### config.mk
export PLATFORM = sky130hd
export DESIGN_NAME = lane_state
export DESIGN_NICKNAME = d
export VERILOG_FILES = /design/src/logic/mix_pkg.sv /design/src/logic/lane_state.sv
export SDC_FILE = /design/constraint.sdc
export NUM_CORES = 1
export LEC_CHECK = 0
export BUFFER_PORTS_ARGS = -buffer_cell sky130_fd_sc_hd__clkbuf_2
export CORE_AREA = 2 2 397 399
export CTS_BUF_LIST = sky130_fd_sc_hd__clkbuf_8
export DETAILED_ROUTE_END_ITERATION = 12
export DIE_AREA = 0 0 399 401
export PLACE_DENSITY = 0.4
export SYNTH_ARGS = -nofsm -noshare
export SYNTH_HDL_FRONTEND = slang
export SYNTH_SLANG_ARGS = --single-unit
### constraint.sdc
create_clock -name clk -period 0.8 [get_ports clk]
set_input_delay 0.24 -clock clk [delete_from_list [all_inputs] [get_ports clk]]
set_output_delay 0.24 -clock clk [all_outputs]
set_load 0.005 [all_outputs]
### src/logic/mix_pkg.sv
package mix_pkg;

    localparam int LANES  = 8;
    localparam int LANE_W = 32;

    typedef logic [LANE_W-1:0] lane_t;
    typedef logic [LANES-1:0][LANE_W-1:0] lane_vec_t;

    // one whole-lane operation per step.
    typedef enum logic [2:0] {
        OP_SEED,
        OP_RING,
        OP_CROSS,
        OP_XOR,
        OP_SHIFT,
        OP_TAIL,
        OP_SCALE_A,
        OP_SCALE_B
    } op_e;

    typedef enum logic [2:0] {
        PH_SEED,
        PH_RING,
        PH_CROSS,
        PH_XOR,
        PH_SHIFT,
        PH_TAIL,
        PH_SCALE_A,
        PH_SCALE_B
    } phase_e;

    localparam int XOR_SHL       = 16;
    localparam int BLEND_SUB_SHR = 17;
    localparam int BLEND_ADD_SHR = 12;

    // first scale pass uses small primes.
    localparam lane_t SCALE_A_MUL [LANES] = '{
        32'd2, 32'd3, 32'd5, 32'd7, 32'd11, 32'd13, 32'd17, 32'd19
    };
    localparam lane_t SCALE_A_ADD [LANES] = '{
        32'd3, 32'd5, 32'd7, 32'd11, 32'd13, 32'd17, 32'd19, 32'd23
    };

    // second pass adds the cube of the lane index.
    localparam lane_t SCALE_B_MUL [LANES] = '{
        32'd2, 32'd3, 32'd3, 32'd3, 32'd5, 32'd13, 32'd35, 32'd87
    };
    localparam lane_t SCALE_B_ADD [LANES] = '{
        32'd0, 32'd1, 32'd8, 32'd27, 32'd64, 32'd125, 32'd216, 32'd343
    };

endpackage

### src/logic/lane_state.sv
`timescale 1ns/1ns

module lane_state (
    input  logic               clk,
    input  logic               arst_n,
    input  logic               apply,
    input  mix_pkg::op_e       op,
    input  mix_pkg::lane_vec_t chain_next,
    input  mix_pkg::lane_vec_t diff_next,
    input  mix_pkg::lane_vec_t scale_next,
    output mix_pkg::lane_vec_t lanes
);
    import mix_pkg::*;

    lane_vec_t lanes_d;

    // pick the operator block that owns this opcode.
    always_comb begin
        case (op)
            OP_SEED,
            OP_RING,
            OP_TAIL:    lanes_d = chain_next;
            OP_CROSS,
            OP_XOR,
            OP_SHIFT:   lanes_d = diff_next;
            OP_SCALE_A,
            OP_SCALE_B: lanes_d = scale_next;
            default:    lanes_d = lanes;
        endcase
    end

    always_ff @(posedge clk or negedge arst_n) begin
        if (!arst_n) begin
            for (int i = 0; i < LANES; i++) begin
                lanes[i] <= lane_t'(i); // lane i starts at i.
            end
        end else if (apply) begin
            lanes <= lanes_d;
        end
    end

endmodule

* Yosys cells after proc, flatten, opt, wreduce, memory -nomap -nowiden *
Index checks and enable logic that the tools add are counted.

cells by class
  bitwise logic cells = 0
  divide/modulo/power cells = 0
  shift operators = 0
  order comparisons = 0
  reductions and logical operators = 4
  equal/unequal tests = 7
  $mul = 0
  mux-type cells = 1
  add/subtract/negate cells = 0

operators by type and width
  cell                                                                   count
  256-bit case mux with 3 select lines                                   1
  3-bit equality test, second input constant                             4
  3-bit by 2-bit equality test with 1-bit output, second input constant  2
  3-bit OR reduction                                                     2
  3-bit by 1-bit equality test with 1-bit output, second input constant  1
  3-bit logical NOT                                                      1
  2-bit OR reduction                                                     1

storage, ports and cells
  input port bits = 774
  bits in writable memories = 0
  bits in registers = 256
  memories kept = 0
  output and inout bits = 256
  ROM bits = 0
  bits in latches = 0

* Depth between registers and ports, before layout *
  word-level depth = 3
  mapped depth = 7
  gate-level depth less buffers = 3

* Worst setup path before layout *
Ideal clock, no wire load.

  path kind = input-to-reg
  start = in op[2]
  end = reg lanes[0] (netlist name)
  arrival = 1248 ps
  path slack = -582 ps
  cell stages on the path = 6
  library setup time = 135 ps
  path through = buf_2 or3b_1 buf_2 buf_2 o2bb2ai_1 o22ai_1

between the ends
  cells in the longest elaborated chain, start to end = 3

ends and longest elaborated chain
  what                                                                          line              RTL
  start, declared                                                               lane_state.sv:7   input mix_pkg::op_e op,
  3-bit by 2-bit equality test with 1-bit output, or another cell as far along  lane_state.sv:19  case (op)
  3-bit OR reduction / 2-bit OR reduction (equally long branches)               lane_state.sv:19
  256-bit case mux with 3 select lines *                                        lane_state.sv:19
  end signal, assigned by index                                                 lane_state.sv:35  lanes[i] <= lane_t'(i);
  end signal, assigned                                                          lane_state.sv:38  lanes <= lanes_d;
  end, declared                                                                 lane_state.sv:11  output mix_pkg::lane_vec_t lanes

Mark *: on every way between the ends. The rest lies on a longest branch, timed or not.
A chain may end at the register's enable or synchronous reset.

* Final worst setup path *
  start = reg lanes[96] (netlist name)
  end = out lanes[96] (netlist name)

No word-level cell between the ends.

==> flow_metrics.env <==
export IMPL_grt_max_degree=69
export IMPL_crit_chain="buf_8"
export IMPL_cp_max_fo=2
export IMPL_nets=4559
export IMPL_grt_overflow_total=0
export IMPL_finalSetupViolations=515
export IMPL_synth_fp_nets=2516
export IMPL_antenna_left=0
export IMPL_drv_slew=0
export IMPL_place_area_um2=26300
export IMPL_synth_cells=1742
export IMPL_final_util_pct=26.2
export IMPL_largest_register="lanes"
export IMPL_die_area_um2=160000
export IMPL_portBuffers=1029
export IMPL_drive_above_1_share_pct=47.4
export IMPL_start_util_pct=10.7
export IMPL_ir_worst_vdd_v=0.00101
export IMPL_grt_pass1_wl_mm=189
export IMPL_ys_seq_area_share_pct=38.6
export IMPL_skew_ps=0
export IMPL_fin_crit_ps=1660
export IMPL_violations="negative setup slack"
export IMPL_fillers=16583
export IMPL_ys_ff_latch=256
export IMPL_cp_data_arrival_time_ps=1420
export IMPL_cts_buffers=58
export IMPL_max_cap_violations=0
export IMPL_cts_sinks=256
export IMPL_dr_pass1_iters=5
export IMPL_post_route_period_util_pct=207
export IMPL_grt_use_total_pct=16.6
export IMPL_fmax_ghz=0.604
export IMPL_p_leak_nw=18.9
export IMPL_ioPinCount=1030
export IMPL_top_regs="lanes (256)"
export IMPL_power_mw=52.7
export IMPL_vias_per_cell=4.08
export IMPL_slowest_stage="dfstp_2"
export IMPL_cts_tree="built"
export IMPL_syn_to_final_growth_pct=146
export IMPL_routabilityCongestion=0.982
export IMPL_ys_types=17
export IMPL_fin_ws_ps=-856
export IMPL_dp_cells=4866
export IMPL_slowest_delay_ps=540
export IMPL_wl_mm=148
export IMPL_start_kind="register"
export IMPL_fp_dieW_um=399
export IMPL_holdCritPathClass="in2async"
export IMPL_syn_avg_cell_area_um2=9.55
export IMPL_core_area_um2=156000
export IMPL_hold_slack_ps=53.5
export IMPL_final_cell_mix="clkbuf_2, dlygate4sd3_1, inv_1"
export IMPL_worstPathRequired_ps=560
export IMPL_stdcell_area_um2=40800
export IMPL_drtIter0Drc=1558
export IMPL_pre_cts_ws_ps=-929
export IMPL_ys_warn_count=0
export IMPL_insertion_delay_ps=740
export IMPL_mostFrequentLayoutCell="clkbuf_2"
export IMPL_criticalPathCategory="reg2out"
export IMPL_root_buffer="clkbuf_8"
export IMPL_die_h_um=401
export IMPL_avgRoutedWirePerCell_um=24.9
export IMPL_dp_hpwl_mm=110
export IMPL_rsz0062_at_grt="true"
export IMPL_crit_family="flip-flops"
export IMPL_num_vias=24139
export IMPL_hold_viol=0
export IMPL_run_status="finished with violations"
export IMPL_finalNonFillerCells=5922
export IMPL_slew_headroom_pct=61.9
export IMPL_worstSetupEndpointType="primary output"
export IMPL_critical_path_buf_inv_count=1
export IMPL_clk_pin_slew_ps=70
export IMPL_antenna_found_initial=101
export IMPL_netlist_area_um2=16600
export IMPL_largest_reg_flops=256
export IMPL_cts_buffer_depth=3
export IMPL_drc_errors=0
export IMPL_fin_tns_setup_ps=-222360
export IMPL_cellPowerDensity_nw_per_um2=1290
export IMPL_htreeDepth=2
export IMPL_worstMarginPinSlew_ps=572
export IMPL_grt_pass1_vias=24308
export IMPL_rows=145
-- logic make-up after synthesis --
family / count (synthesis) / synth area share, %
and+or+nand+nor: 7 / 0.233
AOI/OAI and AO/OA: 768 / 34.7
DFF: 256 / 38.6
muxes: 256 / 15.4
buffers and inverters: 455 / 11.1
-- per-layer routing --
layer	global-route usage, %	up-vias	wire length [um]
met3	3.49	322	9730
met2	28.1	1103	70700
met5	0	-	197
met4	4.19	30	4980
met1	21.3	11825	61900
li1	-	10859	-
-- cells in the mapped netlist --
master / count / area [um2]
o21ai_0: 1 / 5.00
a31oi_1: 1 / 6.26
and2_1: 1 / 6.26
dfrtp_1: 244 / 6110
nor2_1: 3 / 11.3
buf_4: 11 / 82.6
o2bb2ai_1: 255 / 2230
or3b_1: 1 / 8.76
dfstp_2: 12 / 315
o22ai_1: 255 / 1600
buf_2: 75 / 375
mux2i_1: 256 / 2560
clkbuf_1: 114 / 428
inv_1: 255 / 957
a31o_2: 1 / 8.76
nor2b_1: 2 / 12.5
o31ai_1: 255 / 1910
-- report_power, final --
group          switching, mW  internal, mW  total, mW
Clock                   7.83          8.23       16.1
Sequential              1.22          14.6       15.8
Combinational           9.61          11.2       20.8
-- repair_timing --
| item | 4_1_cts | 5_1_grt |
|---|---|---|
| hold buffers | 772 | 0 |
| cloned | 15 | 20 |
| hold endpoints to repair | 512 | 0 |
| pin swaps | 89 | 93 |
| buffers inserted | 49 | 77 |
| gates resized for setup | 243 | 394 |
| endpoints found under the setup margin | 293 | 515 |
-- final timing paths --
path | depth (start not counted) | start | slack [ps] | endpoint
setup / recovery | 1 | lanes[96] | -860 | lanes[96]
hold / removal | 3 | arst_n | 50 | lanes[84]
setup reg to reg | 4 | lanes[232] | -110 | lanes[232]
hold reg to reg | 2 | lanes[226] | 480 | lanes[226]
max in group asynchronous | 4 | arst_n | -180 | lanes[21]
min in group clk | 4 | chain_next[242] | 60 | lanes[242]
-- worst min-delay path, stage by stage --
cell and delay [ps]:
dlygate4sd3_1 570, buf_8 140, buf_12 170
-- area by class of cell --
type	count	area, um2	share of cell area, %
multi-input cells	1031	11800	28.8
flip-flops and latches	256	6430	15.7
well taps	2058	2570	6.31
clock buffers	67	922	2.26
diodes	33	82.6	0.202
inverters	255	957	2.34
clock inverters	39	228	0.558
repair buffers	2183	17900	43.7
(Power assumes the default switching activity.)
