File: src/logic/mix_pkg.sv
package mix_pkg;

    localparam int LANES  = 8;
    localparam int LANE_W = 32;

    typedef logic [LANE_W-1:0] lane_t;
    typedef logic [LANES-1:0][LANE_W-1:0] lane_vec_t;

    // one whole-lane operation per step.
    typedef enum logic [2:0] {
        OP_SEED,
        OP_RING,
        OP_CROSS,
        OP_XOR,
        OP_SHIFT,
        OP_TAIL,
        OP_SCALE_A,
        OP_SCALE_B
    } op_e;

    typedef enum logic [2:0] {
        PH_SEED,
        PH_RING,
        PH_CROSS,
        PH_XOR,
        PH_SHIFT,
        PH_TAIL,
        PH_SCALE_A,
        PH_SCALE_B
    } phase_e;

    localparam int XOR_SHL       = 16;
    localparam int BLEND_SUB_SHR = 17;
    localparam int BLEND_ADD_SHR = 12;

    // first scale pass uses small primes.
    localparam lane_t SCALE_A_MUL [LANES] = '{
        32'd2, 32'd3, 32'd5, 32'd7, 32'd11, 32'd13, 32'd17, 32'd19
    };
    localparam lane_t SCALE_A_ADD [LANES] = '{
        32'd3, 32'd5, 32'd7, 32'd11, 32'd13, 32'd17, 32'd19, 32'd23
    };

    // second pass adds the cube of the lane index.
    localparam lane_t SCALE_B_MUL [LANES] = '{
        32'd2, 32'd3, 32'd3, 32'd3, 32'd5, 32'd13, 32'd35, 32'd87
    };
    localparam lane_t SCALE_B_ADD [LANES] = '{
        32'd0, 32'd1, 32'd8, 32'd27, 32'd64, 32'd125, 32'd216, 32'd343
    };

endpackage

File: src/logic/chain_ops.sv
`timescale 1ns/1ns

module chain_ops (
    input  mix_pkg::lane_vec_t lanes,
    input  mix_pkg::op_e       op,
    output mix_pkg::lane_vec_t chain_next
);
    import mix_pkg::*;

    // lanes are swept 0 to 7 in place, so later lanes see
    // the values written earlier in the same step.
    always_comb begin
        lane_vec_t v;
        int        prev;
        int        prev2;

        v = lanes;
        for (int i = 0; i < LANES; i++) begin
            prev  = (i + LANES - 1) % LANES;
            prev2 = (i + LANES - 2) % LANES;
            case (op)
                OP_SEED: begin
                    v[i] = v[i] + lane_t'(i);
                end
                OP_RING: begin
                    v[i] = v[i] + v[prev]; // lane 0 picks up the old lane 7.
                end
                OP_TAIL: begin
                    v[i] = v[i] + v[prev] - v[prev2];
                end
                default: begin
                    v[i] = v[i];
                end
            endcase
        end
        chain_next = v;
    end

endmodule

File: config.mk
export PLATFORM = sky130hd
export DESIGN_NAME = chain_ops
export DESIGN_NICKNAME = d
export VERILOG_FILES = /design/src/logic/mix_pkg.sv /design/src/logic/chain_ops.sv
export SDC_FILE = /design/constraint.sdc
export NUM_CORES = 2
export LEC_CHECK = 0
export BUFFER_PORTS_ARGS = -buffer_cell sky130_fd_sc_hd__buf_2
export CORE_MARGIN = 1
export CORE_UTILIZATION = 55
export DETAILED_ROUTE_END_ITERATION = 8
export PLACE_DENSITY = 0.77
export SLEW_MARGIN = 20
export SYNTH_ARGS = -nofsm -noshare
export SYNTH_HDL_FRONTEND = slang
export SYNTH_SLANG_ARGS = --single-unit
File: constraint.sdc
create_clock -name vclk -period 24
set_input_delay 3.6 -clock vclk [all_inputs]
set_output_delay 3.6 -clock vclk [all_outputs]
set_load 0.005 [all_outputs]
==> results of run 1 <==
## repair_timing
item,4_1_cts
setup endpoints to repair,23
pin swaps,221
resized for setup,350
buffers inserted,151
## synthesized netlist by cell type (all sizes together) (21+ instances only)
cell and n:
o21ai 519, ha 511, a21oi 498, nand2 466, inv 459, nor2 433
xnor2 279, nand3 190, a21o 145, clkbuf 138, xor2 127, nor3 125
and3 81, o21a 80, a31oi 79, a21boi 65, nand2b 60, nand4 59
a211oi 58, a221o 53, o21bai 50, or3 48, nor2b 47, and2 44
mux2i 33, o31ai 33, a211o 31, a22oi 29, buf 28, o211ai 28
o22ai 26, o31a 22, or2 21
## through the flow
step | setup TNS [ns] | instance area (um2) | instances | worst slack [ns]
floorplan | -1.548 | 33260 | 5090 | -0.8190
global placement | -22.17 | 47180 | 7662 | -2.838
detailed placement | -30.86 | 47180 | 7662 | -3.335
CTS | -14.36 | 49810 | 7810 | -2.094
## logic make-up after synthesis
| family | after synthesis |
|---|---|
| AOI/OAI and AO/OA | 1846 |
| and+or+nand+nor | 1644 |
| buffers and inverters | 627 |
| adders and majority gates | 527 |
| xor gates and xnor gates | 409 |
| muxes | 37 |
## routing by layer
layer  track usage  GRT overflow
met1        0.8835            46
met2         1.055           808
met4         1.006           380
met3        0.8209            57
met5        0.6201             4
==> metrics, run 1 <==
result of the run aborted with a tool error; Stopped at global routing; run-stopping error [ERROR GRT-0232] Routing congestion too high. Check the congestion heatmap in the GUI.; largest area contributor in the synthesized netlist sky130_fd_sc_hd__ha_1; GRT Util Overall 0.9261; row cnt 88; average instance area after synthesis 6.381 um2; Post-Synth Simple-Gate Area 0.2387; I/O pin count 515; Placer Congestion between 1 and 1.5; Post-DP HPWL 130.8 mm; fraction of the yosys area taken by sequential cells 0; Die X-Extent between 200 and 250 um; total grt overflow 1,295; share of synthesized area spent on multiplexers 0.01156; post-synthesis xor/xnor area fraction 0.1116; main combinational cell family by area after synthesis compound AO/OA/AOI/OAI gates; Synth Area in Compound Gates 0.3587; count of buffers inserted at the top-level ports 515; worst endpoint kind after the last repair top-level output; adder-cell area share of the yosys netlist 0.2067; final worst endpoint reported by repair_timing after global routing chain_next[255]; top-area cell type share of the netlist area 0.1969; initial core utilization 0.5597; number of hold-repair buffers added at the cts stage 0; number of nets produced by synthesis 5,876; count of mapped cells out of synthesis 5,090; combined area of all synthesized cells 32,480 um2; Yosys Warn Count 0; maximum number of pins on one net before global-route repair 65; main area contributors after synthesis sky130_fd_sc_hd__ha_1 20%, sky130_fd_sc_hd__o21ai_0 7.9%, sky130_fd_sc_hd__a21oi_1 7.7%, sky130_fd_sc_hd__xnor2_1 7.5%, sky130_fd_sc_hd__nand2_1 5.4%; Distinct cells, synth 88; Die Span Y approximately 250 um
==> run 2: changes to the inputs <==
--- a/config.mk
+++ b/config.mk
@@ -7,9 +7,9 @@
 export LEC_CHECK = 0
 export BUFFER_PORTS_ARGS = -buffer_cell sky130_fd_sc_hd__buf_2
 export CORE_MARGIN = 1
-export CORE_UTILIZATION = 55
+export CORE_UTILIZATION = 40
 export DETAILED_ROUTE_END_ITERATION = 8
-export PLACE_DENSITY = 0.77
+export PLACE_DENSITY_LB_ADDON = 0.15
 export SLEW_MARGIN = 20
 export SYNTH_ARGS = -nofsm -noshare
 export SYNTH_HDL_FRONTEND = slang
==> constraint.sdc (replaced) <==
create_clock -name vclk -period 31.2
set_input_delay 4.68 -clock vclk [all_inputs]
set_output_delay 4.68 -clock vclk [all_outputs]
set_load 0.005 [all_outputs]
==> metrics, run 2 <==
result of the run complete, no violations; type of the most critical hold path in -> out; Distinct cells, synth 88; main area contributors after synthesis sky130_fd_sc_hd__ha_1 20%, sky130_fd_sc_hd__o21ai_0 7.9%, sky130_fd_sc_hd__a21oi_1 7.7%, sky130_fd_sc_hd__xnor2_1 7.5%, sky130_fd_sc_hd__nand2_1 5.4%; filler-free cell count of the finished design 6,657; largest area contributor in the synthesized netlist sky130_fd_sc_hd__ha_1; worst setup timing slack at the placement stage -0.3811 ns; leading post-synthesis cells by instance count 513 x sky130_fd_sc_hd__o21ai_0, 511 x sky130_fd_sc_hd__ha_1, 497 x sky130_fd_sc_hd__a21oi_1; final design instance area without fill between 30,000 and 40,000 um2; Area growth syn-to-layout 15.50%; GRT Util Overall 0.3501; top-area cell type share of the netlist area 0.1969; Post-DP HPWL between 100 and 150 mm; number of design rule violations left after detail routing 0; maximum number of pins on one net before global-route repair 100; Top cell by count, worst path sky130_fd_sc_hd__ha_1; average instance area after synthesis 6.381 um2; post-layout worst setup margin 0.9430 ns; I/O pin count between 500 and 600; standard cell area after detailed placement 36,660 um2; net count of the finished layout 6,359; Filler cells ~8,700; wire length after detailed routing 153.7 mm; Vias/cell roughly 6.0; Worst VDD drop 0.03279 mV; commonest non-fill, non-tap cells in the layout 513 x sky130_fd_sc_hd__buf_2, 498 x sky130_fd_sc_hd__ha_1, 478 x sky130_fd_sc_hd__a21oi_1, 474 x sky130_fd_sc_hd__o21ai_0, 461 x sky130_fd_sc_hd__nand2_1; arrival time reported for the critical path endpoint approximately 26 ns; Critical Path Fanout Max 7; number of max-cap violations 0; row cnt 104; slowest stage delay, CP 0.45 ns; CP Launch Type input pin; combined area of all synthesized cells approximately 32,000 um2; DRC violation total after the first TritonRoute iteration 3,575; Slew Limit Headroom 0.2317; Die X-Extent 286.9 um; cell with the most instances after synthesis sky130_fd_sc_hd__o21ai_0; wire length of the first global-routing pass 220.2 mm; clock buffers 0; CP required 26.52 ns; Leakage Power 18.04 nW; count of buffers inserted at the top-level ports 515; Placer Congestion 0.9901; total die area just over 80,000 um2; end of the critical path chain_next[255]; standard cell with the maximum stage delay on the critical path sky130_fd_sc_hd__a221o_2; first-pass detailed-route iteration total 6; final hold violation count 0; Crit. Startpoint lanes[224]; Slew @ Worst Pin between 1 and 1.5 ns; number of pins with negative max-slew slack in the final report 0; Max Fclk 33.05 MHz; fraction of final layout cells with drive strength greater than 1 0.1454; total grt overflow 0; clock period minus worst slack 30.26 ns; most frequent standard cell in the layout excluding fill and tap cells sky130_fd_sc_hd__buf_2; share of the clock period used by the worst path after layout 0.9698; initial core utilization 0.4039; number of antenna-violating nets in the routed design 0; number of nets produced by synthesis 5,876; vias after detailed routing 40,110; crit end category primary output; WL per Instance 23.09 um; Setup-failing EPs final 0; cell area power density 71.19 nW/um2; fraction of the yosys area taken by sequential cells 0; number of hold-repair buffers added at the cts stage 0; number of sequential cells in the layout 0; placed instance count between 6,000 and 7,000; Reg area 0 um2; share of the core filled with cells in the final layout 0.4665; Core Region 80,420 um2; count of mapped cells out of synthesis 5,090; Die Span Y 286.9 um; Yosys Warn Count 0; antenna violations before repair 44; number of global-route vias before repair between 30,000 and 40,000; Worst Path Class, Setup in -> out
[run 2: worst min-delay path by stage]
stage,from,to,slack [ns],cells after the start
final,lanes[31],chain_next[31],9.71,3
after global routing,lanes[31],chain_next[31],9.74,3
after CTS,lanes[31],chain_next[31],9.71,3
after detailed placement,lanes[31],chain_next[31],9.71,3
after global placement,lanes[192],chain_next[192],9.71,4
after floorplan,lanes[31],chain_next[31],9.43,1
[run 2: power by group]
group / internal [mW] / switching, mW
combinational: 1.13 / 1.54
sequential: 0 / 0
clock: 0.000000112 / 0
[run 2: cells by family after synthesis]
family	Yosys count	share of synthesized area
AO/OA/AOI/OAI	1846	0.3587
adder cells (fa/ha/maj)	527	0.2067
buffers and inverters	627	0.07270
AND/OR/NAND/NOR	1644	0.2387
multiplexers	37	0.01156
XOR/XNOR	409	0.1116
[run 2: stage by stage]
step                power, mW  hold WS (ns)  setup TNS, ns
finish                  2.671         9.707              0
global route            2.939         9.735       -0.06843
CTS                     2.552         9.707              0
detailed placement      2.529         9.707        -0.3811
global placement        2.519         9.712       -0.06813
floorplan               1.894         9.427              0
[run 2: repair_timing]
item                       4_1_cts  5_1_grt
setup buffers                    1       23
setup endpoints to repair        1        7
resized for setup               11      168
pin swaps                        0       30
[run 2: layer usage]
layer / up-vias / GRT usage / wire length [um]
li1: 19590 / - / -
met1: 18470 / 0.4339 / 61890
met2: 1682 / 0.5840 / 70430
met3: 336 / 0.04167 / 11190
met4: 32 / 0.1983 / 10020
met5: - / 0 / 195
[run 2: worst max-delay path: cells and delay by family]
family / cells / cell delay, ns
adders and majority gates: 17 / 5.64
and+or+nand+nor: 24 / 4.27
AOI/OAI and AO/OA: 36 / 7.79
buffers and inverters: 4 / 0.53
muxes: 1 / 0.23
xor gates and xnor gates: 14 / 2.41
[run 2: layout make-up]
type | count | area, um2 | area share
multi-input combinational | 4463 | 30800 | 0.8212
timing repair buffer | 647 | 3586 | 0.09560
inverter | 461 | 1730 | 0.04613
tap | 1060 | 1326 | 0.03536
antenna | 26 | 65.06 | 0.001734
Note: power is estimated with default switching activity, not from simulation.
