[src/logic/mix_pkg.sv]
package mix_pkg;

    localparam int LANES  = 8;
    localparam int LANE_W = 32;

    typedef logic [LANE_W-1:0] lane_t;
    typedef logic [LANES-1:0][LANE_W-1:0] lane_vec_t;

    // one whole-lane operation per step.
    typedef enum logic [2:0] {
        OP_SEED,
        OP_RING,
        OP_CROSS,
        OP_XOR,
        OP_SHIFT,
        OP_TAIL,
        OP_SCALE_A,
        OP_SCALE_B
    } op_e;

    typedef enum logic [2:0] {
        PH_SEED,
        PH_RING,
        PH_CROSS,
        PH_XOR,
        PH_SHIFT,
        PH_TAIL,
        PH_SCALE_A,
        PH_SCALE_B
    } phase_e;

    localparam int XOR_SHL       = 16;
    localparam int BLEND_SUB_SHR = 17;
    localparam int BLEND_ADD_SHR = 12;

    // first scale pass uses small primes.
    localparam lane_t SCALE_A_MUL [LANES] = '{
        32'd2, 32'd3, 32'd5, 32'd7, 32'd11, 32'd13, 32'd17, 32'd19
    };
    localparam lane_t SCALE_A_ADD [LANES] = '{
        32'd3, 32'd5, 32'd7, 32'd11, 32'd13, 32'd17, 32'd19, 32'd23
    };

    // second pass adds the cube of the lane index.
    localparam lane_t SCALE_B_MUL [LANES] = '{
        32'd2, 32'd3, 32'd3, 32'd3, 32'd5, 32'd13, 32'd35, 32'd87
    };
    localparam lane_t SCALE_B_ADD [LANES] = '{
        32'd0, 32'd1, 32'd8, 32'd27, 32'd64, 32'd125, 32'd216, 32'd343
    };

endpackage

[src/logic/mix_sequencer.sv]
`timescale 1ns/1ns

module mix_sequencer #(
    parameter int NUM_MIX_ROUNDS  = 16,
    parameter int NUM_TAIL_ROUNDS = 24
) (
    input  logic          clk,
    input  logic          arst_n,
    input  logic          run,
    output mix_pkg::op_e  op,
    output logic          apply,
    output logic          iter_done
);
    import mix_pkg::*;

    localparam int MIX_W  = (NUM_MIX_ROUNDS > 1) ? $clog2(NUM_MIX_ROUNDS) : 1;
    localparam int TAIL_W = (NUM_TAIL_ROUNDS > 1) ? $clog2(NUM_TAIL_ROUNDS) : 1;

    localparam logic [MIX_W-1:0]  MIX_LAST  = MIX_W'(NUM_MIX_ROUNDS - 1);
    localparam logic [TAIL_W-1:0] TAIL_LAST = TAIL_W'(NUM_TAIL_ROUNDS - 1);

    phase_e              phase;
    logic [MIX_W-1:0]    mix_cnt;
    logic [TAIL_W-1:0]   tail_cnt;

    assign apply = run; // run low freezes phase and lanes.

    always_comb begin
        case (phase)
            PH_SEED:    op = OP_SEED;
            PH_RING:    op = OP_RING;
            PH_CROSS:   op = OP_CROSS;
            PH_XOR:     op = OP_XOR;
            PH_SHIFT:   op = OP_SHIFT;
            PH_TAIL:    op = OP_TAIL;
            PH_SCALE_A: op = OP_SCALE_A;
            PH_SCALE_B: op = OP_SCALE_B;
            default:    op = OP_SEED;
        endcase
    end

    always_ff @(posedge clk or negedge arst_n) begin
        if (!arst_n) begin
            phase     <= PH_SEED;
            mix_cnt   <= '0;
            tail_cnt  <= '0;
            iter_done <= 1'b0;
        end else begin
            iter_done <= run && (phase == PH_SCALE_B); // last step lands this edge.
            if (run) begin
                case (phase)
                    PH_SEED:  phase <= PH_RING;
                    PH_RING:  phase <= PH_CROSS;
                    PH_CROSS: phase <= PH_XOR;
                    PH_XOR:   phase <= PH_SHIFT;
                    PH_SHIFT: begin
                        if (mix_cnt == MIX_LAST) begin
                            mix_cnt <= '0;
                            phase   <= PH_TAIL;
                        end else begin
                            mix_cnt <= mix_cnt + 1'b1;
                            phase   <= PH_CROSS; // next mix round.
                        end
                    end
                    PH_TAIL: begin
                        if (tail_cnt == TAIL_LAST) begin
                            tail_cnt <= '0;
                            phase    <= PH_SCALE_A;
                        end else begin
                            tail_cnt <= tail_cnt + 1'b1;
                        end
                    end
                    PH_SCALE_A: phase <= PH_SCALE_B;
                    PH_SCALE_B: phase <= PH_SEED; // wraps into next iteration.
                    default:    phase <= PH_SEED;
                endcase
            end
        end
    end

endmodule

[config.mk]
export PLATFORM = sky130hd
export DESIGN_NAME = mix_sequencer
export DESIGN_NICKNAME = d
export VERILOG_FILES = /design/src/logic/mix_pkg.sv /design/src/logic/mix_sequencer.sv
export SDC_FILE = /design/constraint.sdc
export NUM_CORES = 1
export LEC_CHECK = 0
export ABC_AREA = 0
export BUFFER_PORTS_ARGS = -buffer_cell sky130_fd_sc_hd__buf_4
export CORE_AREA = 5 5 60 49
export DETAILED_ROUTE_END_ITERATION = 7
export DIE_AREA = 0 0 65 54
export GPL_ROUTABILITY_DRIVEN = 0
export SYNTH_ARGS = -nofsm -noshare
export SYNTH_HDL_FRONTEND = slang
export SYNTH_SLANG_ARGS = --single-unit
[constraint.sdc]
create_clock -name clk -period 3.9 [get_ports clk]
set_clock_uncertainty 0.05 [all_clocks]
set_input_delay 0.195 -clock clk [delete_from_list [all_inputs] [get_ports clk]]
set_output_delay 0.195 -clock clk [all_outputs]
set_load 0.03 [all_outputs]
# ---- Word level (Yosys, flattened, before mapping)
# Memory sizes are Yosys's and may differ from the RTL's.
# Cells that the tools add are included.
dict set report totals {
  output_inout_bits 5
  register_bits 13
  elab_cells 27
  rom_bits 24
  n_memories 1
  in_bits 3
}
# name depth word_bits read_ports rd_ports_with_merged_regs wr line
set mem_list {}
lappend mem_list {{(no name shown)} 8 3 1 0 0 mix_sequencer.sv:29} ;# case (phase)
dict set report classes {
  n_reduce_logical 5
  eq_ne 10
  mux 5
  addsub 2
}
# operator count
set ops {}
lappend ops {{3-bit one-hot mux with 8 select lines} 1}
lappend ops {{3-bit == test, second input constant} 4}
lappend ops {{3-bit by 2-bit == test with 1-bit output, second input constant} 2}
lappend ops {{3-bit two-way mux} 2}
lappend ops {{2-bit AND reduction} 3}
lappend ops {{5-bit by 1-bit adder with 5-bit output, second input constant} 1}
lappend ops {{5-bit == test, second input constant} 1}
lappend ops {{5-bit two-way mux} 1}
lappend ops {{4-bit by 1-bit adder with 4-bit output, second input constant} 1}
lappend ops {{4-bit == test, second input constant} 1}
lappend ops {{4-bit two-way mux} 1}
lappend ops {{3-bit by 1-bit == test with 1-bit output, second input constant} 1}
lappend ops {{3-bit zero test} 1}
lappend ops {{2-bit != test, second input constant} 1}
lappend ops {{1-bit logical AND} 1}

# ---- Depth between registers and ports, before layout
dict set report logic_depth {
  word_depth 3
  depth_mapped 5
  mapped_depth_nobuf 4
}

# ---- Worst setup path after synthesis
# OpenSTA, ideal clock, no wires.
dict set report synth_path {
  path_type {reg-to-reg}
  start {register phase[0]}
  end {register tail_cnt[3]}
  setup_time_ps 125
  t_arrival_ps 1429
  stages_incl_launch_ff 6
  slack_ps 2296
  path_cell_list {dfrtp_1 > buf_2 > and4b_1 > buf_4 > nand4_1 > mux2_4}
}
dict set report synth_between {
  elab_chain_len 2
}
# element line
set synth_rtl {}
lappend synth_rtl {{start, declared} mix_sequencer.sv:22} ;# phase_e phase;
lappend synth_rtl {{start signal, assigned} mix_sequencer.sv:44} ;# phase <= PH_SEED;
lappend synth_rtl {{start signal, assigned} mix_sequencer.sv:52} ;# PH_SEED: phase <= PH_RING;
lappend synth_rtl {{start signal, assigned} mix_sequencer.sv:53} ;# PH_RING: phase <= PH_CROSS;
lappend synth_rtl {{3-bit == test} mix_sequencer.sv:51} ;# case (phase)
lappend synth_rtl {{2-bit AND reduction (no source line)} --}
lappend synth_rtl {{end signal, assigned} mix_sequencer.sv:70} ;# tail_cnt <= tail_cnt + 1'b1;
lappend synth_rtl {{end, declared} mix_sequencer.sv:24} ;# logic [TAIL_W-1:0] tail_cnt;
# Every way passes these cells.
# A chain may end at the register's enable or synchronous reset.

# ---- Worst setup path after layout
# Same ends and word-level chain as after synthesis.

==> summary.txt <==
Outcome
  • Status: completed

Logic synthesis
  • #FFs+latches synth: 13
  • Ys async rst share: 100%
  • Post-Syn Instances: 58
  • Syn nets: 63
  • Post-synth EDFFs: 0
  • Netlist cell types: 29
  • Sequential fraction of the synthesis area: 49.9%
  • Yosys warning total: 0
  • Main flop type after synthesis: dfrtp_1
  • Post-synthesis cell area: 652 um2
  • Mapped Avg Cell Area: around 11 um2

Timing
  • Min cycle time layout: 1450 ps
  • Worst hold slack: 103 ps
  • RSZ-0062 raised after global routing: no
  • Final worst path period share: 37.2%
  • Pins Over Slew Limit: 0
  • Final setup vio count: 0
  • F_max: 689 MHz
  • Setup TNS: 0 ps
  • Worst relative slew slack: 81.7%
  • Final Hold Vio Count: 0
  • Worst slew pin tran: between 200 and 300 ps

Floorplan
  • Die area: 3510 um2
  • Ports: 8
  • Starting density of the core: 27.4%
  • Width of the die: 65 um
  • Die height: roughly 54 um
  • Core ar.: 2380 um2
  • # rows: 16

Place
  • Placed cells: ~90
  • I/O Buffers: 7
  • HPWL Detailed: 848 um

Routing
  • Remaining antenna violation count: 0
  • Routed wire per std cell: about 12 um
  • Vias: ~470
  • DRC violations left: 0
  • DRT Pass-1 Iters: 4
  • DRC violation total after the first TritonRoute iteration: 14
  • Vias/cell: 4.97
  • Routed wire length: between 1 and 1.5 mm

Clocking
  • CTS tree: done
  • Clock buffer depth: 2
  • Root Driver: clkbuf_4
  • Hold-fix buffers, CTS: 1
  • Cts repair resizes: 0
  • CTS clk-pin slew, worst paths: 80 ps
  • Clk Latency, worst-skew pair: 280 ps
  • TritonCTS buffer count: 3
  • H-tree levels: 1
  • Setup repair bufs after CTS: 0
  • TritonCTS Sinks: 13

Setup path
  • Crit-path cells: and4b_1 -> nand4_1 -> mux2_4
  • CP required: 4020 ps
  • CP top delay family: flip-flops
  • Crit start category: flip-flop
  • Reg2reg setup slack: 2450 ps
  • CP Buf/Inv Count: 0
  • Crit path largest cell delay: 500 ps
  • CP Class: reg2reg
  • Worst r2r path cells: 3
  • Max FO, Critical Path: 10
  • Critical path endpoint category: flip-flop
  • Critical Path AT: 1570 ps
  • Worst path depth: 3
  • CP max stage cell: dfrtp_1

GRT
  • Largest net degree at the start of global routing: 14
  • Vias in the first global route: 463
  • Initial antenna violation count: 0
  • First-pass GRT wire length: 2.15 mm
  • Overall routing resource usage: under 10%
  • Grt ovf: 0

Pwr
  • Sw frac: 39.3%
  • Pint: between 0.3 and 0.4 mW
  • Leakage: 0.340 nW
  • Sequential power share: between 40% and 50%
  • Maximum vdd drop: 393 uV
  • Clock share of power: 16.3%
  • Power Total: 0.512 mW
  • Pwr per Cell Area: 679 nW/um2
  • Combinational share of power: 35.3%
  • Switch Pwr: 0.201 mW

Finish
  • Finished Layout Cells: 94
  • Fraction of layout cells with a size suffix above 1: between 20 and 25%
  • Final Util: 31.7%
  • Ant. Diodes: 0
  • Syn-to-layout area delta: 15.7%
  • Nets: 73

Min path
  • Hold Crit Class: in2reg
  • Min-Delay Path Depth: 2

Flow run
  • # Max-Cap Violations: 0
==> cell usage after synthesis (2+ instances only) <==
master / instances / area share, %
a311oi_1: 2 / 2.7
a31oi_1: 2 / 1.9
and2_1: 2 / 1.9
buf_4: 2 / 2.3
dfrtp_1: 13 / 50
ha_1: 2 / 3.8
inv_1: 2 / 1.2
mux2_2: 2 / 3.5
nand2_1: 4 / 2.3
nand3_1: 5 / 3.8
nor2_1: 3 / 1.7
xnor2_1: 2 / 2.7
==> cell families after synthesis <==
| logic type | after synthesis | synth area share [%] |
|---|---|---|
| muxes | 5 | 9.02 |
| and+or+nand+nor | 21 | 19.0 |
| AOI/OAI and AO/OA | 10 | 11.3 |
| DFF | 13 | 49.9 |
| adders and majority gates | 2 | 3.84 |
| xor gates and xnor gates | 2 | 2.69 |
| buffers and inverters | 5 | 4.22 |
==> power by group through the flow <==
| stage | sequential [mW] | combinational, mW | clock (mW) |
|---|---|---|---|
| 2_1_floorplan | 0.261 | 0.113 | 0 |
| 3_3_place_gp | 0.246 | 0.175 | 0 |
| 3_5_place_dp | 0.249 | 0.183 | 0 |
| 4_1_cts | 0.247 | 0.184 | 0.0877 |
| 5_1_grt | 0.261 | 0.204 | 0.0966 |
| 6_report | 0.248 | 0.181 | 0.0835 |
==> metal layers <==
| metal | up-vias | global-route usage [%] | share of wire, % |
|---|---|---|---|
| met1 | 223 | 9.75 | 49 |
| li1 | 236 | - | - |
| met5 | - | 0 | 0 |
| met3 | 0 | 4.59 | 6.0 |
| met2 | 8 | 12.9 | 44 |
| met4 | 0 | 3.16 | 0 |
==> metrics by stage <==
step	setup WS [ps]	area, um2
4_1_cts	2440	754
3_5_place_dp	2450	718
2_1_floorplan	2300	652
6_report	2450	754
3_3_place_gp	2480	718
5_1_grt	2340	754
==> sequential cells by signal, summed over array words and instances (netlist names) <==
| name | cells |
|---|---|
| iter_done | 1 |
| tail_cnt | 5 |
| mix_cnt | 4 |
| phase | 3 |
==> cell type report <==
type / instances / area [um2]
fillers: 241 / 1630
flip-flops and latches: 13 / 325
multi-input cells: 40 / 299
repair buffers: 8 / 62.6
well taps: 27 / 33.8
clock buffers: 4 / 26.3
inverters: 2 / 7.51
==> path summary, 6_finish.rpt <==
path	startpoint	to
setup / recovery	phase[0]$_DFFE_PN0P_	tail_cnt[3]$_DFFE_PN0P_
hold / removal	run	phase[2]$_DFFE_PN0P_
setup reg to reg	phase[0]$_DFFE_PN0P_	tail_cnt[3]$_DFFE_PN0P_
hold reg to reg	mix_cnt[3]$_DFFE_PN0P_	mix_cnt[3]$_DFFE_PN0P_
max in group asynchronous	arst_n	mix_cnt[1]$_DFFE_PN0P_
min in group asynchronous	arst_n	mix_cnt[2]$_DFFE_PN0P_
==> placed cells by master (no fill, tap or decap), drive strengths merged <==
| master | n |
|---|---|
| a21oi | 1 |
| a221oi | 1 |
| a311oi | 2 |
| a31o | 1 |
| a31oi | 2 |
| a41oi | 1 |
| and2 | 2 |
| and4 | 1 |
| and4b | 1 |
| and4bb | 1 |
| buf | 7 |
| clkbuf | 4 |
| dfrtp | 13 |
| dlygate4sd3 | 1 |
| ha | 2 |
| inv | 2 |
| mux2 | 4 |
| mux2i | 1 |
| nand2 | 4 |
| nand3 | 5 |
| nand4 | 1 |
| nand4b | 1 |
| nor2 | 3 |
| nor2b | 1 |
| nor3b | 1 |
| o21ai | 1 |
| o21bai | 1 |
| xnor2 | 2 |
Note: power is estimated with default switching activity, not from simulation.
