## src/logic/mix_pkg.sv

```systemverilog
package mix_pkg;

    localparam int LANES  = 8;
    localparam int LANE_W = 32;

    typedef logic [LANE_W-1:0] lane_t;
    typedef logic [LANES-1:0][LANE_W-1:0] lane_vec_t;

    // one whole-lane operation per step.
    typedef enum logic [2:0] {
        OP_SEED,
        OP_RING,
        OP_CROSS,
        OP_XOR,
        OP_SHIFT,
        OP_TAIL,
        OP_SCALE_A,
        OP_SCALE_B
    } op_e;

    typedef enum logic [2:0] {
        PH_SEED,
        PH_RING,
        PH_CROSS,
        PH_XOR,
        PH_SHIFT,
        PH_TAIL,
        PH_SCALE_A,
        PH_SCALE_B
    } phase_e;

    localparam int XOR_SHL       = 16;
    localparam int BLEND_SUB_SHR = 17;
    localparam int BLEND_ADD_SHR = 12;

    // first scale pass uses small primes.
    localparam lane_t SCALE_A_MUL [LANES] = '{
        32'd2, 32'd3, 32'd5, 32'd7, 32'd11, 32'd13, 32'd17, 32'd19
    };
    localparam lane_t SCALE_A_ADD [LANES] = '{
        32'd3, 32'd5, 32'd7, 32'd11, 32'd13, 32'd17, 32'd19, 32'd23
    };

    // second pass adds the cube of the lane index.
    localparam lane_t SCALE_B_MUL [LANES] = '{
        32'd2, 32'd3, 32'd3, 32'd3, 32'd5, 32'd13, 32'd35, 32'd87
    };
    localparam lane_t SCALE_B_ADD [LANES] = '{
        32'd0, 32'd1, 32'd8, 32'd27, 32'd64, 32'd125, 32'd216, 32'd343
    };

endpackage

```

## src/logic/scale_ops.sv

```systemverilog
`timescale 1ns/1ns

module scale_ops (
    input  mix_pkg::lane_vec_t lanes,
    input  mix_pkg::op_e       op,
    output mix_pkg::lane_vec_t scale_next
);
    import mix_pkg::*;

    // each lane scales on its own.
    always_comb begin
        lane_t mul;
        lane_t add;

        for (int i = 0; i < LANES; i++) begin
            if (op == OP_SCALE_B) begin
                mul = SCALE_B_MUL[i];
                add = SCALE_B_ADD[i];
            end else begin
                mul = SCALE_A_MUL[i];
                add = SCALE_A_ADD[i];
            end
            scale_next[i] = lanes[i] * mul + add; // wraps at 32 bits.
        end
    end

endmodule

```

## config.mk

```make
export PLATFORM = sky130hd
export DESIGN_NAME = scale_ops
export DESIGN_NICKNAME = d
export VERILOG_FILES = /design/src/logic/mix_pkg.sv /design/src/logic/scale_ops.sv
export SDC_FILE = /design/constraint.sdc
export NUM_CORES = 1
export LEC_CHECK = 0
export BUFFER_PORTS_ARGS = -buffer_cell sky130_fd_sc_hd__buf_2
export CORE_AREA = 2 2 159 317
export DETAILED_ROUTE_END_ITERATION = 10
export DIE_AREA = 0 0 161 319
export GPL_ROUTABILITY_DRIVEN = 0
export PLACE_DENSITY_LB_ADDON = 0.08
export REMOVE_ABC_BUFFERS = 1
export SYNTH_ARGS = -nofsm -noshare
export SYNTH_HDL_FRONTEND = slang
export SYNTH_SLANG_ARGS = --single-unit
```

## constraint.sdc

```tcl
create_clock -name vclk -period 11
set_input_delay 0.55 -clock vclk [all_inputs]
set_output_delay 0.55 -clock vclk [all_outputs]
set_load 0.1 [all_outputs]
```

Yosys cells after proc, flatten, opt, wreduce, memory -nomap -nowiden. Cells that the tools add are included.

Bits in latches: 0. ROM bits: 0. RAM bits: 0. Flip-flop bits (word level): 0. Logic and storage cells: 29. Memories: 0.

Reduce and logical (&&, ||, !) cells: 0. $mul: 7. Eq/ne operators: 1. Multiplexer cells: 13. Order comparisons: 0. Shift operators: 0. Bitwise operators: 0. Div/mod/pow operators: 0. Add/sub/neg operators: 8.

Operator list (count): $add A32 B32 Y32 (8); $mul A32 B32 Y32 (5); $mul A32 B2 Y32 const B (1); $mul A32 B4 Y32 const B (1); $mux W7 (3); $mux W3 (3); $mux W9 (1); $mux W4 (2); $mux W8 (1); $mux W6 (1); $mux W5 (1); $eq A3 B3 Y1 const B (1); $mux W2 (1).

Logic depth before layout (Yosys ltp). Gate-level depths: netlist of run 1.

Word-level depth: 4. Mapped depth: 24. Gate-level depth less buffers: 21.

Least setup slack after synthesis of run 1. OpenSTA, ideal clock, no wires.

Path type: input to output. Start point: input op[1]. End point: output scale_next[252] (netlist bit). Data arrival time: 8.510 ns. Stages on the path: 21. Setup slack: 1.940 ns. Data required time: 10.450 ns. Path through: and3_1 -> clkbuf_1 -> clkbuf_1 -> buf_1 -> nand2_1 -> xnor2_1 -> fa_1 -> fa_1 -> inv_1 -> fa_1 -> inv_1 -> ha_1 -> a21o_1 -> a21o_1 -> a21oi_1 -> nand2_1 -> o21ai_0 -> o211ai_1 -> a31oi_1 -> o21ai_0 -> o311ai_0.

RTL lines: start, declared (RTL line scale_ops.sv:5) `input mix_pkg::op_e op,`; end, declared (RTL line scale_ops.sv:6) `output mix_pkg::lane_vec_t scale_next`.

==> results.toml, run 1 <==
[layout]
register_area_sq_um = 0
post_route_cells_drive_above_1_share = 0.166
num-fill-cells = 4837
nNetsFinal = 4348
multi_input_area_sq_um = 21600
syn_to_final_growth_pct = 13.7
n_sequential_cell = 0
clock_buffers = 0
fin_cells = 3953

[critical_path]
path_max_fanout = 74
arrival_ps = 6760
end_kind = "output pin"
cp.required_ps = 10450
crit_slowest_cell = "buf_4"
max_stage_delay_ps = 730
critical_path_class = "input port to output pin"
cp-start-kind = "input port"
crit_chain = "buf_2, and3_4, inv_4, buf_4, nor2_1, ha_1, fa_1, inv_1, fa_1, inv_1, ha_1, xnor2_1, ha_1, nand4b_1, nor2_1, o21ai_0, o211ai_1, a41oi_1, a311o_1, a21oi_1, mux2i_1, o2111ai_1, buf_2"
critical_path.most_common_cell = "ha_1"

[yosys]
synth.cell_area_sq_um = 23300
synth.distinct_cells = 71
ys_warn_count = 0
ys_seq_area_frac = 0
syn_inst = 2842
syn_area_per_cell_sq_um = 8.21

[route]
ant_nets = 0
drt_iter0_drc = 836
first_pass_iters = 5
route.detailed.drc = 0
dr_total_vias = 20700
finalWirelength_mm = 59.2
wl_per_cell_um = 15.0
avgViaCountPerCell = 5.25

[floorplan]
coreArea_sq_um = 48900
die_area_sq_um = 51400
row_count = 115
die_x_um = 161
initial_core_util = 0.477
fp.dieH_um = 319
ios = 515

[timing]
max_freq_mhz = 137
max_slew_margin = 0.464
worstMarginPinSlew_ps = 804
hold_viol = 0
period_share = 0.665
drv_slew = 0
period_minus_slack_ps = 7310
rsz0062_at_grt = "no"
whs_ps = 1540
setup_viol = 0
setup_slack_ps = 3690

[global_route]
track_usage = 0.226
grt_pass1_vias = 20300
globalRouteOverflowTotal = 0
grt_pass1_wl_mm = 97.8
antenna_found_initial = 32
grt_max_degree = 75

[placement]
portBuffers = 514
dpl_worst_slack_ps = 3610
place_hpwl_mm = 53.4
dp_cells = 3939

[clock_network]
cts_hold_buf = 0
post_cts_resized = 0
cts_setup_buffers = 0

[min_path]
hold_class = "input port to output pin"

[job]
cap_viol_max_count = 0

[outcome]
status = "completed"
path summary, 6_finish.rpt:
| path | from | to | cells after the start |
|---|---|---|---|
| min | lanes[160] | scale_next[160] | 3 |
| max | op[1] | scale_next[222] | 23 |
stage by stage:
step / setup TNS (ps) / util / cell area (sq um)
global route: 0 / 0.542 / 26500
finish: 0 / 0.543 / 26500
detailed placement: 0 / 0.542 / 26500
CTS: 0 / 0.542 / 26500
floorplan: -24970 / - / 23100
global placement: 0 / 0.542 / 26500
cell usage after synthesis, types with 6 or more instances:
library cell  instances  share of area
a211o_1               6         0.0023
a211oi_1             21         0.0068
a21boi_0              8         0.0026
a21o_1              110          0.035
a21oi_1             184          0.039
a31o_2                8         0.0030
a31oi_1              17         0.0046
and2_1              121          0.032
and3_1               46          0.012
clkbuf_1             82          0.013
fa_1                248           0.21
ha_1                543           0.29
inv_1               404          0.065
nand2_1             199          0.032
nand2b_1             24         0.0064
nand3_1              50          0.011
nand4_1              23         0.0062
nor2_1              130          0.021
nor2b_1              17         0.0046
nor3_1               35         0.0075
nor4_1               10         0.0027
o2111ai_1             7         0.0026
o211ai_1             16         0.0051
o21a_1               22         0.0071
o21ai_0              89          0.019
o21bai_1             27         0.0087
o31a_1                7         0.0026
o31ai_1              10         0.0032
or2_2                10         0.0027
or3_1                15         0.0040
xnor2_1             206          0.077
xor2_1               62          0.023
logic make-up after synthesis:
kind of cell               synth area share
xor gates and xnor gates              0.101
and+or+nand+nor                       0.149
other                              0.000322
buffers and inverters                0.0790
muxes                               0.00263
adders and majority gates             0.504
AOI/OAI and AO/OA                     0.165
critical path: cells and delay by family:
family          cells  cell delay (ps)
buf+inv             6             1860
fa+ha+maj           5             1810
mux                 1              110
simple gates        4              620
xor+xnor            1              140
compound gates      6             1640
placed cells by master (no fill, tap or decap), types with 26 or more instances in the layout:
cell type  instances
and2_1           121
nand2_1          199
nor3_1            35
xnor2_1          206
o21ai_0           89
fa_1             248
buf_2            514
and3_1            45
o21bai_1          27
a21o_1           110
xor2_1            62
nor2_1           130
conb_1            26
inv_1            403
nand3_1           50
a21oi_1          184
ha_1             543
final cells by class:
class | instances | area share
Antenna cell | 14 | 0.00132
Multi-Input combinational cell | 2375 | 0.813
Tap cell | 643 | 0.0303
Timing Repair Buffer | 517 | 0.0978
Inverter | 404 | 0.0572
per-layer routing:
metal,up-vias,GRT usage,wire length (um),share of wire
li1,10600,-,-,-
met4,36,0.0312,1020,0.017
met3,76,0.0493,4030,0.068
met1,9585,0.296,26400,0.45
met5,-,0,218,0.0037
met2,473,0.388,27500,0.46
Power of run 1 is not shown: default switching activity piles up to over one toggle a cycle in this logic, so the estimate is an artifact.
==> run 2, diff against run 1 <==
--- a/config.mk
+++ b/config.mk
@@ -5,10 +5,11 @@
 export SDC_FILE = /design/constraint.sdc
 export NUM_CORES = 1
 export LEC_CHECK = 0
+export ABC_AREA = 1
 export BUFFER_PORTS_ARGS = -buffer_cell sky130_fd_sc_hd__buf_2
-export CORE_AREA = 2 2 159 317
+export CORE_AREA = 2 2 176 351
 export DETAILED_ROUTE_END_ITERATION = 10
-export DIE_AREA = 0 0 161 319
+export DIE_AREA = 0 0 178 353
 export GPL_ROUTABILITY_DRIVEN = 0
 export PLACE_DENSITY_LB_ADDON = 0.08
 export REMOVE_ABC_BUFFERS = 1
==> constraint.sdc (replaced) <==
create_clock -name vclk -period 6.5
set_input_delay 0.325 -clock vclk [all_inputs]
set_output_delay 0.325 -clock vclk [all_outputs]
set_load 0.1 [all_outputs]
==> run 2 against run 1 <==
Critical path depth up 1. First-iteration DRC count up 87%. Setup slack worse by 2600 ps. Cell count up 50%. Final area up 21%. Non-clock buffer count up 4. Via count up 42%. Critical endpoint is now scale_next[210]. Wire length up 39%. Core utilization down 1.1 points. Highest routed layer unchanged. Flip-flop and latch count unchanged. Synthesized cell count up 64%.
==> results.toml, run 2 <==
[layout]
post_route_cells_drive_above_1_share = 0.109
num-fill-cells = 6447
clock_buffers = 0
mostFrequentLayoutCells = "nand2_1 (1,382), inv_1 (1,041), ha_1 (543)"
nNetsFinal = 6189
n_sequential_cell = 0
syn_to_final_growth_pct = 12.0
layout_commonest_cell = "nand2_1"
register_area_sq_um = 0

[route]
avgViaCountPerCell = 4.96
finalWirelength_mm = 82.0
wl_per_cell_um = 13.8
drt_iter0_drc = 1562
first_pass_iters = 7
dr_total_vias = 29400
ant_nets = 0
route.detailed.drc = 0

[critical_path]
critical_path_class = "input port to output pin"
max_stage_delay_ps = 640
cp_num_buf_inv = 8
path_max_fanout = 62
cp.required_ps = 6170
critical_path.most_common_cell = "nand2_1"
crit_slowest_cell = "buf_4"
cpLargestDelayFamily = "adder cells"
end_kind = "output pin"
arrival_ps = 5130
cp-start-kind = "input port"
crit_chain = "buf_2, inv_1, nor2_4, buf_4, o21bai_1, fa_1, inv_1, fa_1, inv_1, ha_1, inv_1, xor2_1, ha_1, nand2_1, nor2_1, inv_1, nor2_1, nand2_1, nand3_1, nand2_1, nand2_1, nand2_1, nand2_1, buf_2"

[timing]
max_slew_margin = 0.541
setup_viol = 0
max_freq_mhz = 183
rsz0062_at_grt = "no"
period_minus_slack_ps = 5450
period_share = 0.839
hold_viol = 0
drv_slew = 0
setup_tns_ps = 0
worstMarginPinSlew_ps = 689

[min_path]
hold_class = "input port to output pin"
hp-start = "lanes[30]"
min_path_cells = 3
min_to = "scale_next[31]"

[floorplan]
die_area_sq_um = 62800
fp.dieH_um = 353
coreArea_sq_um = 60400
ios = 515
initial_core_util = 0.475
die_x_um = 178
row_count = 128

[yosys]
yosys.area_share.simple = 0.313
muxShareOfSynthArea = 0
yosys.area_share.xor_xnor = 0.0525
synth_top_area_share = 0.237
yosysTopAreaCell = "ha_1"
synth.distinct_cells = 39
synth.most_common_cell = "nand2_1"
synth_top_family_by_area = "adder cells"
syn_inst = 4658
ys_warn_count = 0
synth-compound-area-share = 0.0777
synth_fa_ha_area_frac = 0.410
synth.cell_area_sq_um = 28700
syn_area_per_cell_sq_um = 6.15
yosys-top-cells-area = "ha_1 (24%), nand2_1 (18%), fa_1 (17%)"
synth_common_cells = "nand2_1 (1,382), inv_1 (1,041), ha_1 (543), nor2_1 (403), fa_1 (248)"
ys_seq_area_frac = 0

[outcome]
status = "completed"

[job]
cap_viol_max_count = 0

[placement]
portBuffers = 514
place_hpwl_mm = 75.5

[power]
power.density_nw_per_um2 = 429
finalPower_w = 0.0138
leakagePower_nw = 20.2
peakVddDrop_mv = 0.797

[global_route]
globalRouteOverflowTotal = 0
grt_max_degree = 63
antenna_found_initial = 24
grt_pass1_vias = 28400
grt_pass1_wl_mm = 135
track_usage = 0.258

[clock_network]
post_cts_resized = 0
cts_hold_buf = 0
cts_setup_buffers = 0
## run 2: cell types whose count changed after synthesis, sizes merged, moves of 109 or more
cell	before	now
nor2	130	414
nand2	199	1390
and2	121	12
inv	404	1041
xnor2	206	39
nand3	50	222
## run 2: metrics by stage
step | instances | worst slack, ps | utilization | hold slack, ps | instance area, sq um
after floorplan | 4616 | -3280 | - | 993 | 28500
after global placement | 5917 | 995 | 0.531 | 1080 | 32100
after detailed placement | 5917 | 1030 | 0.531 | 1090 | 32100
after CTS | 5917 | 1010 | 0.531 | 1090 | 32100
after global routing | 5925 | 601 | 0.532 | 1100 | 32100
final | 5929 | 1050 | 0.532 | 1090 | 32100
## run 2: cell type report
class,count,area (sq um),share of cell area
Tap cell,780,976,0.0304
Timing Repair Buffer,521,2630,0.0817
Inverter,1041,3910,0.122
Multi-Input combinational cell,3575,24600,0.765
Antenna cell,12,30.0,0.000935
## run 2: kinds of logic (layout without fill, tap and decap cells)
family	count (synthesis)	in the layout
adder cells (fa/ha/maj)	791	791
other	2	38
AND/OR/NAND/NOR	2187	2187
AO/OA/AOI/OAI	400	400
XOR/XNOR	171	171
buffers and inverters	1107	1562
## run 2: worst max-delay path by stage
stage | cells past startpoint | slack, ps | end | start
final | 24 | 1050 | scale_next[210] | op[1]
after global routing | 24 | 600 | scale_next[221] | op[2]
after CTS | 24 | 1010 | scale_next[222] | op[0]
after detailed placement | 24 | 1030 | scale_next[222] | op[0]
after global placement | 24 | 990 | scale_next[222] | op[0]
after floorplan | 17 | -3280 | scale_next[241] | op[1]
## run 2: routing by layer
metal / track usage / wire length, um / up-vias
met3: 0.0455 / 6090 / 87
met5: 0 / 157 / -
met4: 0.0344 / 1080 / 26
li1: - / - / 15300
met2: 0.448 / 37800 / 750
met1: 0.338 / 37000 / 13200
## run 2: power by group
group | internal (W) | switching (W)
clock network | 0.000000000248 | 0
logic | 0.00266 | 0.0111
registers | 0 | 0
total | 0.00266 | 0.0111
Power figures use the tool's default switching activity.
